$ cat src/fp_add_config.svh
`ifndef FP_ADD_CONFIG_SVH
`define FP_ADD_CONFIG_SVH

// IEEE single precision field widths
`define FP_EXP_W   8
`define FP_MAN_W   23

// All-ones exponent, marks infinity and the overflow limit
`define FP_EXP_MAX 255

// Quiet NaN returned on invalid operations
`define FP_QNAN    32'h7fc00000

`endif

$ cat src/fp_add_pkg.sv
`include "fp_add_config.svh"

package fp_add_pkg;

  ////////////////////////////////////////////////////////////
  // Vector types shared by the pipeline stages
  ////////////////////////////////////////////////////////////

  // Full word: sign, exponent, stored mantissa
  typedef logic [`FP_EXP_W+`FP_MAN_W:0] fp_word_t;

  // Biased exponent
  typedef logic [`FP_EXP_W-1:0]         fp_exp_t;

  // Significand with hidden bit
  typedef logic [`FP_MAN_W:0]           fp_sig_t;

  // Significand sum, MSB is the carry
  typedef logic [`FP_MAN_W+1:0]         fp_sum_t;

  // Leading zero count over a significand
  typedef logic [4:0]                   fp_lzc_t;

endpackage

$ cat src/fp_align_if.sv
interface fp_align_if;

  import fp_add_pkg::*;

  logic    valid;       // One-cycle strobe
  logic    sign;        // Sign of larger operand (or of the infinity)
  fp_exp_t exp;         // Exponent of larger operand
  fp_sig_t sig_big;     // Larger significand
  fp_sig_t sig_small;   // Smaller significand, already aligned
  logic    eff_sub;     // Effective signs differ
  logic    is_inf;      // At least one infinite operand
  logic    is_invalid;  // Infinities of opposite effective sign

  // Align stage side
  modport src (
    output valid, sign, exp, sig_big, sig_small,
    output eff_sub, is_inf, is_invalid
  );

  // Adder stage side
  modport dst (
    input valid, sign, exp, sig_big, sig_small,
    input eff_sub, is_inf, is_invalid
  );

endinterface

$ cat src/fp_sum_if.sv
interface fp_sum_if;

  import fp_add_pkg::*;

  logic    valid;       // One-cycle strobe
  logic    sign;        // Result sign
  fp_exp_t exp;         // Exponent before normalization
  fp_sum_t sum;         // Raw significand sum with carry
  logic    eff_sub;     // Sum came from a subtraction
  logic    is_inf;
  logic    is_invalid;

  // Adder stage side
  modport src (
    output valid, sign, exp, sum, eff_sub, is_inf, is_invalid
  );

  // Normalize stage side
  modport dst (
    input valid, sign, exp, sum, eff_sub, is_inf, is_invalid
  );

endinterface

$ cat src/fp_operand_align.sv
`include "fp_add_config.svh"

module fp_operand_align
(
  input  logic                clk_i,
  input  logic                rst_n_i,
  input  logic                valid_i,
  input  logic                op_sub_i,   // Subtract b from a
  input  fp_add_pkg::fp_word_t a_i,
  input  fp_add_pkg::fp_word_t b_i,
  fp_align_if.src             align_o
);

  import fp_add_pkg::*;

  logic    sign_a, sign_b;
  fp_exp_t exp_a, exp_b;
  fp_sig_t sig_a, sig_b;
  logic    inf_a, inf_b, any_inf;
  logic    a_ge_b;
  fp_exp_t exp_big, exp_small, exp_diff;
  fp_sig_t sig_small_raw, sig_shift;

  ////////////////////////////////////////////////////////////
  // Unpack and special cases
  ////////////////////////////////////////////////////////////

  assign sign_a = a_i[`FP_EXP_W+`FP_MAN_W];
  assign sign_b = b_i[`FP_EXP_W+`FP_MAN_W] ^ op_sub_i;   // Flip on subtraction
  assign exp_a  = a_i[`FP_MAN_W +: `FP_EXP_W];
  assign exp_b  = b_i[`FP_MAN_W +: `FP_EXP_W];
  assign sig_a  = {1'b1, a_i[`FP_MAN_W-1:0]};            // Hidden bit always set
  assign sig_b  = {1'b1, b_i[`FP_MAN_W-1:0]};

  assign inf_a   = (exp_a == `FP_EXP_MAX);
  assign inf_b   = (exp_b == `FP_EXP_MAX);
  assign any_inf = inf_a | inf_b;

  // Magnitude order by exponent first then mantissa
  // An infinity always wins, so the big sign is the infinity's sign
  assign a_ge_b = (a_i[`FP_EXP_W+`FP_MAN_W-1:0] >= b_i[`FP_EXP_W+`FP_MAN_W-1:0]);

  assign exp_big       = a_ge_b ? exp_a : exp_b;
  assign exp_small     = a_ge_b ? exp_b : exp_a;
  assign sig_small_raw = a_ge_b ? sig_b : sig_a;
  assign exp_diff      = exp_big - exp_small;

  // Shifted-out bits dropped and nothing left at a distance of 24 or more
  assign sig_shift = (exp_diff > `FP_MAN_W) ? '0 : (sig_small_raw >> exp_diff);

  ////////////////////////////////////////////////////////////
  // Stage register
  ////////////////////////////////////////////////////////////

  always_ff @(posedge clk_i)
  begin
    if (!rst_n_i)
      align_o.valid <= 1'b0;
    else
      align_o.valid <= valid_i;
  end

  always_ff @(posedge clk_i)
  begin
    if (valid_i)
    begin
      align_o.sign       <= a_ge_b ? sign_a : sign_b;
      align_o.exp        <= exp_big;
      align_o.sig_big    <= a_ge_b ? sig_a : sig_b;
      align_o.sig_small  <= sig_shift;
      align_o.eff_sub    <= sign_a ^ sign_b;
      align_o.is_inf     <= any_inf;
      align_o.is_invalid <= inf_a & inf_b & (sign_a ^ sign_b);
    end
  end

  // Registered exponent belongs to the larger operand
  assert property (@(posedge clk_i) disable iff (!rst_n_i)
    valid_i && !any_inf |=> ($past(exp_small) <= align_o.exp));

endmodule

$ cat src/fp_significand_adder.sv
module fp_significand_adder
(
  input  logic    clk_i,
  input  logic    rst_n_i,
  fp_align_if.dst align_i,
  fp_sum_if.src   sum_o
);

  import fp_add_pkg::*;

  fp_sum_t big_ext, small_ext;
  fp_sum_t sum_d;

  ////////////////////////////////////////////////////////////
  // Significand add / subtract
  ////////////////////////////////////////////////////////////

  assign big_ext   = fp_sum_t'(align_i.sig_big);     // Zero extend for carry
  assign small_ext = fp_sum_t'(align_i.sig_small);

  // Big minus small never goes negative
  assign sum_d = align_i.eff_sub ? (big_ext - small_ext) : (big_ext + small_ext);

  always_ff @(posedge clk_i)
  begin
    if (!rst_n_i)
      sum_o.valid <= 1'b0;
    else
      sum_o.valid <= align_i.valid;
  end

  always_ff @(posedge clk_i)
  begin
    if (align_i.valid)
    begin
      sum_o.sign       <= align_i.sign;
      sum_o.exp        <= align_i.exp;
      sum_o.sum        <= sum_d;
      sum_o.eff_sub    <= align_i.eff_sub;
      sum_o.is_inf     <= align_i.is_inf;       // Special flags just ride along
      sum_o.is_invalid <= align_i.is_invalid;
    end
  end

  // Ordering in the align stage keeps a subtraction from borrowing
  assert property (@(posedge clk_i) disable iff (!rst_n_i)
    sum_o.valid && sum_o.eff_sub |-> !sum_o.sum[$bits(fp_sum_t)-1]);

endmodule

$ cat src/fp_normalize_out.sv
`include "fp_add_config.svh"

module fp_normalize_out
(
  input  logic                 clk_i,
  input  logic                 rst_n_i,
  fp_sum_if.dst                sum_i,
  output logic                 valid_o,
  output fp_add_pkg::fp_word_t result_o,
  output logic                 overflow_o,
  output logic                 underflow_o,
  output logic                 invalid_o
);

  import fp_add_pkg::*;

  fp_lzc_t                     lzc;
  logic                        carry, zero;
  logic signed [`FP_EXP_W+1:0] exp_ext, lzc_ext, exp_norm;
  fp_sig_t                     sig_norm;
  fp_word_t                    result_d;
  logic                        ovf_d, udf_d, inv_d;

  ////////////////////////////////////////////////////////////
  // Leading zero count, highest set bit wins
  ////////////////////////////////////////////////////////////

  always_comb
  begin
    lzc = '0;
    for (int i = 0; i <= `FP_MAN_W; i++)
      if (sum_i.sum[i])
        lzc = fp_lzc_t'(`FP_MAN_W - i);
  end

  assign carry   = sum_i.sum[`FP_MAN_W+1] & ~sum_i.eff_sub;   // Only an addition carries
  assign zero    = (sum_i.sum == '0);
  assign exp_ext = {2'b00, sum_i.exp};
  assign lzc_ext = {{(`FP_EXP_W + 2 - $bits(fp_lzc_t)){1'b0}}, lzc};

  always_comb
  begin
    if (carry)
    begin
      sig_norm = sum_i.sum[`FP_MAN_W+1:1];
      exp_norm = exp_ext + 1;
    end
    else
    begin
      sig_norm = sum_i.sum[`FP_MAN_W:0] << lzc;
      exp_norm = exp_ext - lzc_ext;
    end
  end

  // Special results first, then range checks
  always_comb
  begin
    ovf_d    = 1'b0;
    udf_d    = 1'b0;
    inv_d    = 1'b0;
    result_d = {sum_i.sign, exp_norm[`FP_EXP_W-1:0], sig_norm[`FP_MAN_W-1:0]};
    if (sum_i.is_invalid)
    begin
      result_d = `FP_QNAN;
      inv_d    = 1'b1;
    end
    else if (sum_i.is_inf)
      result_d = {sum_i.sign, fp_exp_t'(`FP_EXP_MAX), {`FP_MAN_W{1'b0}}};
    else if (zero)
      result_d = '0;                                           // Always +0
    else if (exp_norm >= `FP_EXP_MAX)
    begin
      result_d = {sum_i.sign, fp_exp_t'(`FP_EXP_MAX), {`FP_MAN_W{1'b0}}};
      ovf_d    = 1'b1;
    end
    else if (exp_norm <= 0)
    begin
      result_d = '0;
      udf_d    = 1'b1;
    end
  end

  ////////////////////////////////////////////////////////////
  // Output register
  ////////////////////////////////////////////////////////////

  always_ff @(posedge clk_i)
  begin
    if (!rst_n_i)
    begin
      valid_o     <= 1'b0;
      overflow_o  <= 1'b0;
      underflow_o <= 1'b0;
      invalid_o   <= 1'b0;
    end
    else
    begin
      valid_o     <= sum_i.valid;
      overflow_o  <= sum_i.valid & ovf_d;   // Quiet between results
      underflow_o <= sum_i.valid & udf_d;
      invalid_o   <= sum_i.valid & inv_d;
    end
  end

  always_ff @(posedge clk_i)
  begin
    if (sum_i.valid)
      result_o <= result_d;
  end

  assert property (@(posedge clk_i) disable iff (!rst_n_i)
    $onehot0({overflow_o, underflow_o, invalid_o}));

endmodule

$ cat src/fp_add_top.sv
module fp_add_top
(
  input  logic                 clk_i,
  input  logic                 rst_n_i,
  input  logic                 valid_i,      // One operation per strobe
  input  logic                 op_sub_i,     // 1 for a - b
  input  fp_add_pkg::fp_word_t a_i,
  input  fp_add_pkg::fp_word_t b_i,
  output logic                 valid_o,      // Three cycles after valid_i
  output fp_add_pkg::fp_word_t result_o,
  output logic                 overflow_o,
  output logic                 underflow_o,
  output logic                 invalid_o
);

  fp_align_if u_align_if ();
  fp_sum_if   u_sum_if ();

  ////////////////////////////////////////////////////////////
  // Align, add, normalize
  ////////////////////////////////////////////////////////////

  fp_operand_align u_align (
    .clk_i    (clk_i),
    .rst_n_i  (rst_n_i),
    .valid_i  (valid_i),
    .op_sub_i (op_sub_i),
    .a_i      (a_i),
    .b_i      (b_i),
    .align_o  (u_align_if.src)
  );

  fp_significand_adder u_adder (
    .clk_i   (clk_i),
    .rst_n_i (rst_n_i),
    .align_i (u_align_if.dst),
    .sum_o   (u_sum_if.src)
  );

  fp_normalize_out u_normalize (
    .clk_i       (clk_i),
    .rst_n_i     (rst_n_i),
    .sum_i       (u_sum_if.dst),
    .valid_o     (valid_o),
    .result_o    (result_o),
    .overflow_o  (overflow_o),
    .underflow_o (underflow_o),
    .invalid_o   (invalid_o)
  );

endmodule

$ cat config.mk
export PLATFORM = sky130hd
export DESIGN_NAME = fp_add_top
export DESIGN_NICKNAME = d
export VERILOG_FILES = /design/src/fp_add_pkg.sv /design/src/fp_align_if.sv /design/src/fp_sum_if.sv /design/src/fp_operand_align.sv /design/src/fp_significand_adder.sv /design/src/fp_normalize_out.sv /design/src/fp_add_top.sv
export VERILOG_INCLUDE_DIRS = /design/src
export SDC_FILE = /design/constraint.sdc
export NUM_CORES = 1
export LEC_CHECK = 0
export BUFFER_PORTS_ARGS = -buffer_cell sky130_fd_sc_hd__buf_4
export CORE_AREA = 8 8 165 167
export DETAILED_ROUTE_END_ITERATION = 12
export DIE_AREA = 0 0 173 175
export MAX_ROUTING_LAYER = met4
export PLACE_DENSITY_LB_ADDON = 0.1
export SLEW_MARGIN = 20
export SYNTH_ARGS = -nofsm -noshare
export SYNTH_HDL_FRONTEND = slang
export SYNTH_SLANG_ARGS = --single-unit
$ cat constraint.sdc
create_clock -name clk_i -period 14.6 [get_ports clk_i]
set_clock_uncertainty 0.2 [all_clocks]
set_input_delay 1.46 -clock clk_i [delete_from_list [all_inputs] [get_ports clk_i]]
set_output_delay 1.46 -clock clk_i [all_outputs]
set_load 0.01 [all_outputs]
==> impl_summary.txt, run 1 <==
----------------------------------------------------
[Run status]
  Run status ... completed

[Hold path]
  Min-Delay Path Depth ... 0
  Hold/Removal Path Class ... register to register

[Logic synthesis]
  Fraction of synthesized area in multiplexers ... 14.7%
  Compound-cell area share of the yosys netlist ... 16.5%
  Synth Flop Type ... edfxtp_1
  EDFF count, synth ... ~130
  Synth async-reset ratio ... 0%
  Total standard cell area after synthesis ... 10,900 sq um
  Fraction of the mapped netlist area in simple logic gates ... 16.3%
  Count of distinct cell types in the synthesized netlist ... 80
  Count of mapped cells out of synthesis ... about 1,100
  Post-synthesis sequential area ratio ... 36.5%
  Syn Nets ... 1,275
  Post-Synth XOR/XNOR Area ... 4.35%
  Post-Syn Area per Cell ... 9.51 sq um
  Yosys synthesis warning count ... 0
  Adder-cell share of the synthesized area ... 7.62%
  Largest family of logic cells by synthesized area ... compound AO/OA/AOI/OAI gates
  Post-synthesis sequential element count ... 134

[Route]
  Routed wire length ... ~29 mm
  Iter 0 DRT Violations ... 563
  Count of TritonRoute iterations in the first routing pass ... 6
  Total via count in the routed design ... between 8,000 and 9,000
  Antenna viol nets, final ... 0
  Met3 layer wire length in the routed design ... 1.04 mm
  Met1 Wirelength ... 12.7 mm
  Met2 routed WL ... 14.1 mm
  Detail-routed via count per cell ... 5.71
  Drt drc ... 0
  Highest routing layer actually used ... met4
  Routed wire length per instance ... 18.3 um

[Worst setup path]
  Type of the worst setup path ... input port to register
  Type of element launching the critical path ... input port
  Worst path most repeated cell ... buf_4
  CP peak stage delay ... 0.75 ns
  Ordered cell list for the critical path ... buf_4 > ha_1 > a211o_1 > o211ai_1 > a21oi_2 > and2_4 > nor3_4 > buf_4 > mux2i_1 > xor2_1 > nor2b_1 > nand2_1 > o311ai_1
  Required @ worst endpoint ... 14.62 ns
  Startpoint of the lowest-slack register-to-register path ... u_adder.sum_o.sum[18]
  Worst reg2reg setup slack ... 8.84 ns
  Path depth of the worst reg2reg path ... 18
  Destination of the worst register-to-register timing path ... u_normalize.result_o[18]
  Critical path endpoint ... u_align.align_o.sig_small[0]
  Worst-path cell with the longest stage delay ... buf_4
  Category of the worst setup path capture point ... register
  Largest fanout of any net on the critical path ... 66
  Crit. Startpoint ... a_i[24]
  Arrival time at the worst endpoint ... between 5 and 6 ns

[Layout]
  Growth of design area from synthesis to finish ... 15.5%
  Share of cells above drive strength 1 ... ~18%
  Leading cell type in the layout, fill and taps excluded ... edfxtp_1
  Final Non-Filler Cells ... approximately 1,600
  Share of the core filled with cells in the final layout ... 50.8%
  Post-Layout Inst Area ... roughly 13,000 sq um
  Commonest non-fill, non-tap cells in the layout ... edfxtp_1, buf_4, nor2_1
  Diode insertion count for antenna repair ... 0
  Final layout net count ... 1,358
  Filler cells ... roughly 2,300

[Die]
  Die area ... 30,300 sq um
  Placement Rows ... 58
  Die Y ... 175 um
  Starting density of the core ... 44.0%
  Die width ... 173 um
  I/O Pins ... 104
  CORE AREA ... 24,700 sq um

[Timing]
  Final Hold Violating Endpoints ... 0
  Setup repair after global routing missed its margin ... no
  F_max ... about 170 MHz
  Worst setup slack after layout ... 8.73 ns
  Setup Total Neg Slack ... 0 ns
  Hold Slack ... between 0.2 and 0.25 ns
  Final Cycle Share ... around 40%
  Max_slew headroom ... slightly below 30%
  Final critical-path required period ... 5.87 ns
  Final number of setup-violating endpoints ... 0
  Final slew viol count ... 0
  Slew of the pin with the lowest slew margin ... 1.05 ns

[Global routing]
  Initial antenna violation count ... 0
  Overall Global Routing Usage ... 19.1%
  Number of global-route vias before repair ... 8,689
  Largest net degree at the start of global routing ... between 60 and 70
  Global route total overflow ... 0
  Global-route wire length before repair ... between 40 and 50 mm

[Clock network]
  CTS tree ... yes
  Buffer depth of the longest clock path ... 2
  Cts-stage hold buffer count ... 0
  Post-cts resize count ... 0
  CTS Buf Count ... 17
  Number of buffers added for setup after CTS ... 0
  Clock sink count ... 134
  Clock root buffer ... clkbuf_16
  CTS H-Tree Depth ... 4
  Insertion delay to the later sink of the worst-skew pair ... 0.42 ns
  Clock edge transition at the registers on the reported setup and hold paths ... roughly 0.06 ns

[Place]
  Final HPWL DP ... between 20 and 25 mm
  Pre-CTS WS ... 8.31 ns
  Placed cell areas ... 11,900 sq um
  Count of placed standard cells including taps ... between 1,500 and 2,000
  Routability congestion estimate from global placement ... 0.908
  Buffers on Ports ... 103

[Pwr]
  Reg power frac ... approximately a third
  Combinational Power Share ... 41.8%
  Design Power ... 1.65 mW
  Part of the power in the clock network ... 25.9%
  Internal power ... 1.03 mW
  Leakage power total ... 5.16 nW
  Pwr dens ... about 130 nW/um^2
  Switching share of total power ... 37.3%
  IR drop worst, VDD ... 0.0675 mV
  Psw ... 615 uW

[Flow run]
  # Max-Cap Violations ... 0

----------------------------------------------------
[logic make-up after synthesis]
| kind of cell | count (synthesis) |
|---|---|
| AO/OA/AOI/OAI | 279 |
| XOR/XNOR | 54 |
| adder cells (fa/ha/maj) | 65 |
| buffers and inverters | 113 |
| flip-flops | 134 |
| multiplexers | 143 |
| AND/OR/NAND/NOR | 354 |
[area by class of cell]
class | instances | area (sq um) | area share, %
tap | 330 | 413 | 3.29
clock inverter | 13 | 135 | 1.08
inverter | 62 | 233 | 1.86
sequential | 134 | 3960 | 31.6
multi-input combinational | 895 | 6470 | 51.6
clock buffer | 19 | 464 | 3.70
timing repair buffer | 115 | 863 | 6.88
[power groups by stage]
stage / registers, mW / logic [mW] / clock network [mW]
3_5_place_dp: 0.539 / 0.681 / 0
4_1_cts: 0.531 / 0.685 / 0.436
2_1_floorplan: 0.519 / 0.520 / 0
6_report: 0.532 / 0.688 / 0.426
5_1_grt: 0.538 / 0.759 / 0.449
3_3_place_gp: 0.540 / 0.681 / 0
[worst max-delay path: cells and delay by family]
| kind | cells | cell delay (ns) |
|---|---|---|
| adders and majority gates | 1 | 0.36 |
| buffers and inverters | 2 | 0.88 |
| xor gates and xnor gates | 1 | 0.50 |
| muxes | 1 | 0.35 |
| and+or+nand+nor | 4 | 1.38 |
| AOI/OAI and AO/OA | 4 | 0.97 |
[flip-flops by register name, indices dropped and copies added, names as in the netlist, 8 cells and up]
signal / count
u_adder.sum_o.sum: 25
u_adder.sum_o.exp: 8
u_align.align_o.exp: 8
u_align.align_o.sig_small: 24
u_normalize.result_o: 32
u_align.align_o.sig_big: 23
[synth_stat cells (4+ instances only)]
| library cell | instances | area [sq um] |
|---|---|---|
| edfxtp_1 | 128 | 3840 |
| nor2_1 | 113 | 424 |
| mux2i_1 | 96 | 961 |
| a21oi_1 | 91 | 455 |
| nand2_1 | 64 | 240 |
| ha_1 | 63 | 788 |
| inv_1 | 60 | 225 |
| o21ai_0 | 60 | 300 |
| clkbuf_1 | 37 | 139 |
| mux2_2 | 37 | 417 |
| xnor2_1 | 37 | 324 |
| nand3_1 | 27 | 135 |
| nor3_1 | 27 | 135 |
| nand4_1 | 20 | 125 |
| xor2_1 | 17 | 149 |
| a211oi_1 | 16 | 120 |
| nor2b_1 | 16 | 100 |
| nand2b_1 | 14 | 87.6 |
| and3_1 | 12 | 75.1 |
| nor4_1 | 12 | 75.1 |
| o21a_1 | 12 | 90.1 |
| and2_1 | 11 | 68.8 |
| a31oi_1 | 10 | 62.6 |
| a21o_1 | 9 | 67.6 |
| mux4_2 | 9 | 203 |
| a222oi_1 | 7 | 70.1 |
| buf_1 | 7 | 26.3 |
| o22ai_1 | 7 | 43.8 |
| or3_1 | 7 | 43.8 |
| a22oi_1 | 6 | 45.0 |
| dfxtp_1 | 6 | 120 |
| or2_2 | 6 | 37.5 |
| o31ai_1 | 5 | 37.5 |
| a211o_1 | 4 | 35.0 |
| a2bb2oi_1 | 4 | 35.0 |
| a31o_2 | 4 | 35.0 |
| buf_2 | 4 | 20.0 |
| nor3b_1 | 4 | 30.0 |
| o211ai_1 | 4 | 30.0 |
| o21bai_1 | 4 | 30.0 |
[worst min-delay path by stage]
stage	slack [ns]	start	endpoint
after detailed placement	0.20	u_align.align_o.exp[1]	u_adder.sum_o.exp[1]
after CTS	0.22	u_align.align_o.sign	u_adder.sum_o.sign
after floorplan	0.20	u_align.align_o.exp[0]	u_adder.sum_o.exp[0]
after global routing	0.22	u_align.align_o.sign	u_adder.sum_o.sign
final	0.22	u_align.align_o.sign	u_adder.sum_o.sign
after global placement	0.21	u_align.align_o.is_invalid	u_adder.sum_o.is_invalid
[metal layers]
metal	GRT usage [%]	vias up
met5	-	-
met4	6.97	0
met3	2.81	46
met2	32.4	237
met1	22.7	4192
li1	-	4473
No activity file was read; power rests on OpenSTA's default activity.
==> run 2, diff against run 1 <==
==> constraint.sdc (replaced) <==
create_clock -name clk_i -period 5.3 [get_ports clk_i]
set_clock_uncertainty 0.2 [all_clocks]
set_input_delay 0.53 -clock clk_i [delete_from_list [all_inputs] [get_ports clk_i]]
set_output_delay 0.53 -clock clk_i [all_outputs]
set_load 0.01 [all_outputs]
==> impl_summary.txt, run 2 (same netlist as run 1, synthesis figures left out) <==
----------------------------------------------------
[Worst setup path]
  Category of the worst setup path capture point ... register
  Arrival time at the worst endpoint ... 4.67 ns
  Largest fanout of any net on the critical path ... 4
  Type of element launching the critical path ... register
  Required @ worst endpoint ... ~5.3 ns
  Type of the worst setup path ... register to register

[Clock network]
  CTS Buf Count ... 17
  Insertion delay to the later sink of the worst-skew pair ... 0.42 ns
  Clock root buffer ... clkbuf_16
  CTS tree ... yes
  CTS H-Tree Depth ... 4
  Clock sink count ... 134
  Buffer depth of the longest clock path ... 2
  Clock edge transition at the registers on the reported setup and hold paths ... 0.06 ns
  Cts-stage hold buffer count ... 0

[Layout]
  Commonest non-fill, non-tap cells in the layout ... buf_4, edfxtp_1, nor2_1
  Biggest regs ... u_normalize.result_o: 32 flops, u_adder.sum_o.sum: 25 flops, u_align.align_o.sig_small: 24 flops
  Final Non-Filler Cells ... approximately 1,600
  Max FFs per register ... 32
  Share of cells above drive strength 1 ... about a fifth
  Filler cells ... 2,342
  Growth of design area from synthesis to finish ... 16.9%
  Diode insertion count for antenna repair ... 0
  Reg with most FFs ... u_normalize.result_o
  Leading cell type in the layout, fill and taps excluded ... buf_4
  Final layout net count ... 1,375

[Pwr]
  Pwr dens ... 360 nW/um^2
  Psw ... 1.71 mW
  IR drop worst, VDD ... 0.185 mV
  Internal power ... 2.86 mW
  Switching share of total power ... 37.5%
  Part of the power in the clock network ... 25.3%
  Leakage power total ... 5.25 nW
  Reg power frac ... 32.1%
  Combinational Power Share ... a little over two fifths

[Place]
  Buffers on Ports ... just over 100
  Routability congestion estimate from global placement ... roughly 0.95
  Final HPWL DP ... 23.6 mm
  Count of placed standard cells including taps ... around 1,600

[Route]
  Detail-routed via count per cell ... 5.69
  Routed wire length ... a little under 30 mm
  Antenna viol nets, final ... 0
  Drt drc ... 0
  Routed wire length per instance ... approximately 18 um
  Count of TritonRoute iterations in the first routing pass ... 7
  Total via count in the routed design ... between 9,000 and 10,000
  Iter 0 DRT Violations ... 500

[Global routing]
  Largest net degree at the start of global routing ... 70
  Number of global-route vias before repair ... 9,020
  Global-route wire length before repair ... 47.2 mm
  Overall Global Routing Usage ... about a fifth
  Initial antenna violation count ... 0
  Global route total overflow ... 0

[Die]
  Starting density of the core ... 44.0%
  I/O Pins ... 104
  CORE AREA ... 24,700 sq um
  Die width ... 173 um
  Die area ... roughly 30,000 sq um
  Placement Rows ... 58
  Die Y ... 175 um

[Timing]
  Setup Total Neg Slack ... 0 ns
  Final critical-path required period ... roughly 4.7 ns
  Final slew viol count ... 0
  F_max ... 212 MHz
  Final Cycle Share ... 88.9%
  Final number of setup-violating endpoints ... 0
  Final Hold Violating Endpoints ... 0
  Max_slew headroom ... 45.5%
  Setup repair after global routing missed its margin ... no
  Slew of the pin with the lowest slew margin ... around 0.82 ns

[Run status]
  Run status ... completed

[Flow run]
  # Max-Cap Violations ... 0

[Hold path]
  Hold/Removal Path Class ... input port to register

----------------------------------------------------
run 2: cell count changes in the layout (fill, tap and decap cells not counted), sizes merged:
| cell | delta |
|---|---|
| clkbuf | -1 |
| buf | +17 |
| clkinv | +1 |
run 2: worst max-delay path: stages (launching register included):
cell       delay, ns
edfxtp_1        0.43
inv_1           0.07
ha_1            0.27
mux2i_1         0.10
fa_1            0.46
a21o_1          0.18
a21oi_1         0.22
o21bai_1        0.12
a2111oi_0       0.59
o31ai_1         0.25
o41ai_2         0.41
o21ai_0         0.22
or4_1           0.43
a31o_2          0.26
a21oi_1         0.17
xor2_1          0.08
run 2: cell type report:
class                   instances  area, sq um  share of cell area (%)
well taps                     330          413                    3.25
clock buffers                  18          450                    3.55
clock inverters                14          140                    1.10
multi-input cells             895         6480                    51.0
inverters                      62          233                    1.83
repair buffers                132         1020                    8.00
flip-flops and latches        134         3960                    31.2
run 2: through the flow:
stage	worst slack [ns]	util [%]	hold slack, ns	area, sq um	total power, mW
6_report	0.590	51.4	0.147	12700	4.57
5_1_grt	0.132	51.4	0.145	12700	4.85
4_1_cts	0.431	51.4	0.125	12700	4.58
3_3_place_gp	0.438	49.0	0.205	12100	3.41
3_5_place_dp	0.385	49.0	0.205	12100	3.41
2_1_floorplan	0.0608	-	0.200	10900	2.86
run 2: final timing paths:
kind	startpoint	endpoint	slack (ns)	cells past startpoint
worst min register to register	u_align.align_o.exp[7]	u_adder.sum_o.exp[7]	0.21	0
worst max register to register	u_align.align_o.sig_small[1]	u_adder.sum_o.sum[24]	0.59	15
worst min-delay path	rst_n_i	u_adder.sum_o.valid	0.15	2
worst max-delay path	u_align.align_o.sig_small[1]	u_adder.sum_o.sum[24]	0.59	15
run 2: routing by layer:
metal  GRT usage, %  vias to the layer above  wire length [um]
li1               -                     4507                 -
met1           22.9                     4219             12900
met2           34.0                      237             14500
met3           3.00                       51              1030
met4           7.65                        0               849
met5              -                        -                 0
run 2: power groups by stage:
stage	sequential, mW	combinational (mW)	clock (mW)
2_1_floorplan	1.43	1.43	0
3_3_place_gp	1.49	1.92	0
3_5_place_dp	1.49	1.92	0
4_1_cts	1.46	1.93	1.18
5_1_grt	1.48	2.14	1.22
6_report	1.47	1.95	1.16
run 2: what timing repair did:
action | CTS | global route
buffers inserted | 0 | 0
endpoints found under the setup margin | 0 | 1
gates resized for setup | 0 | 1
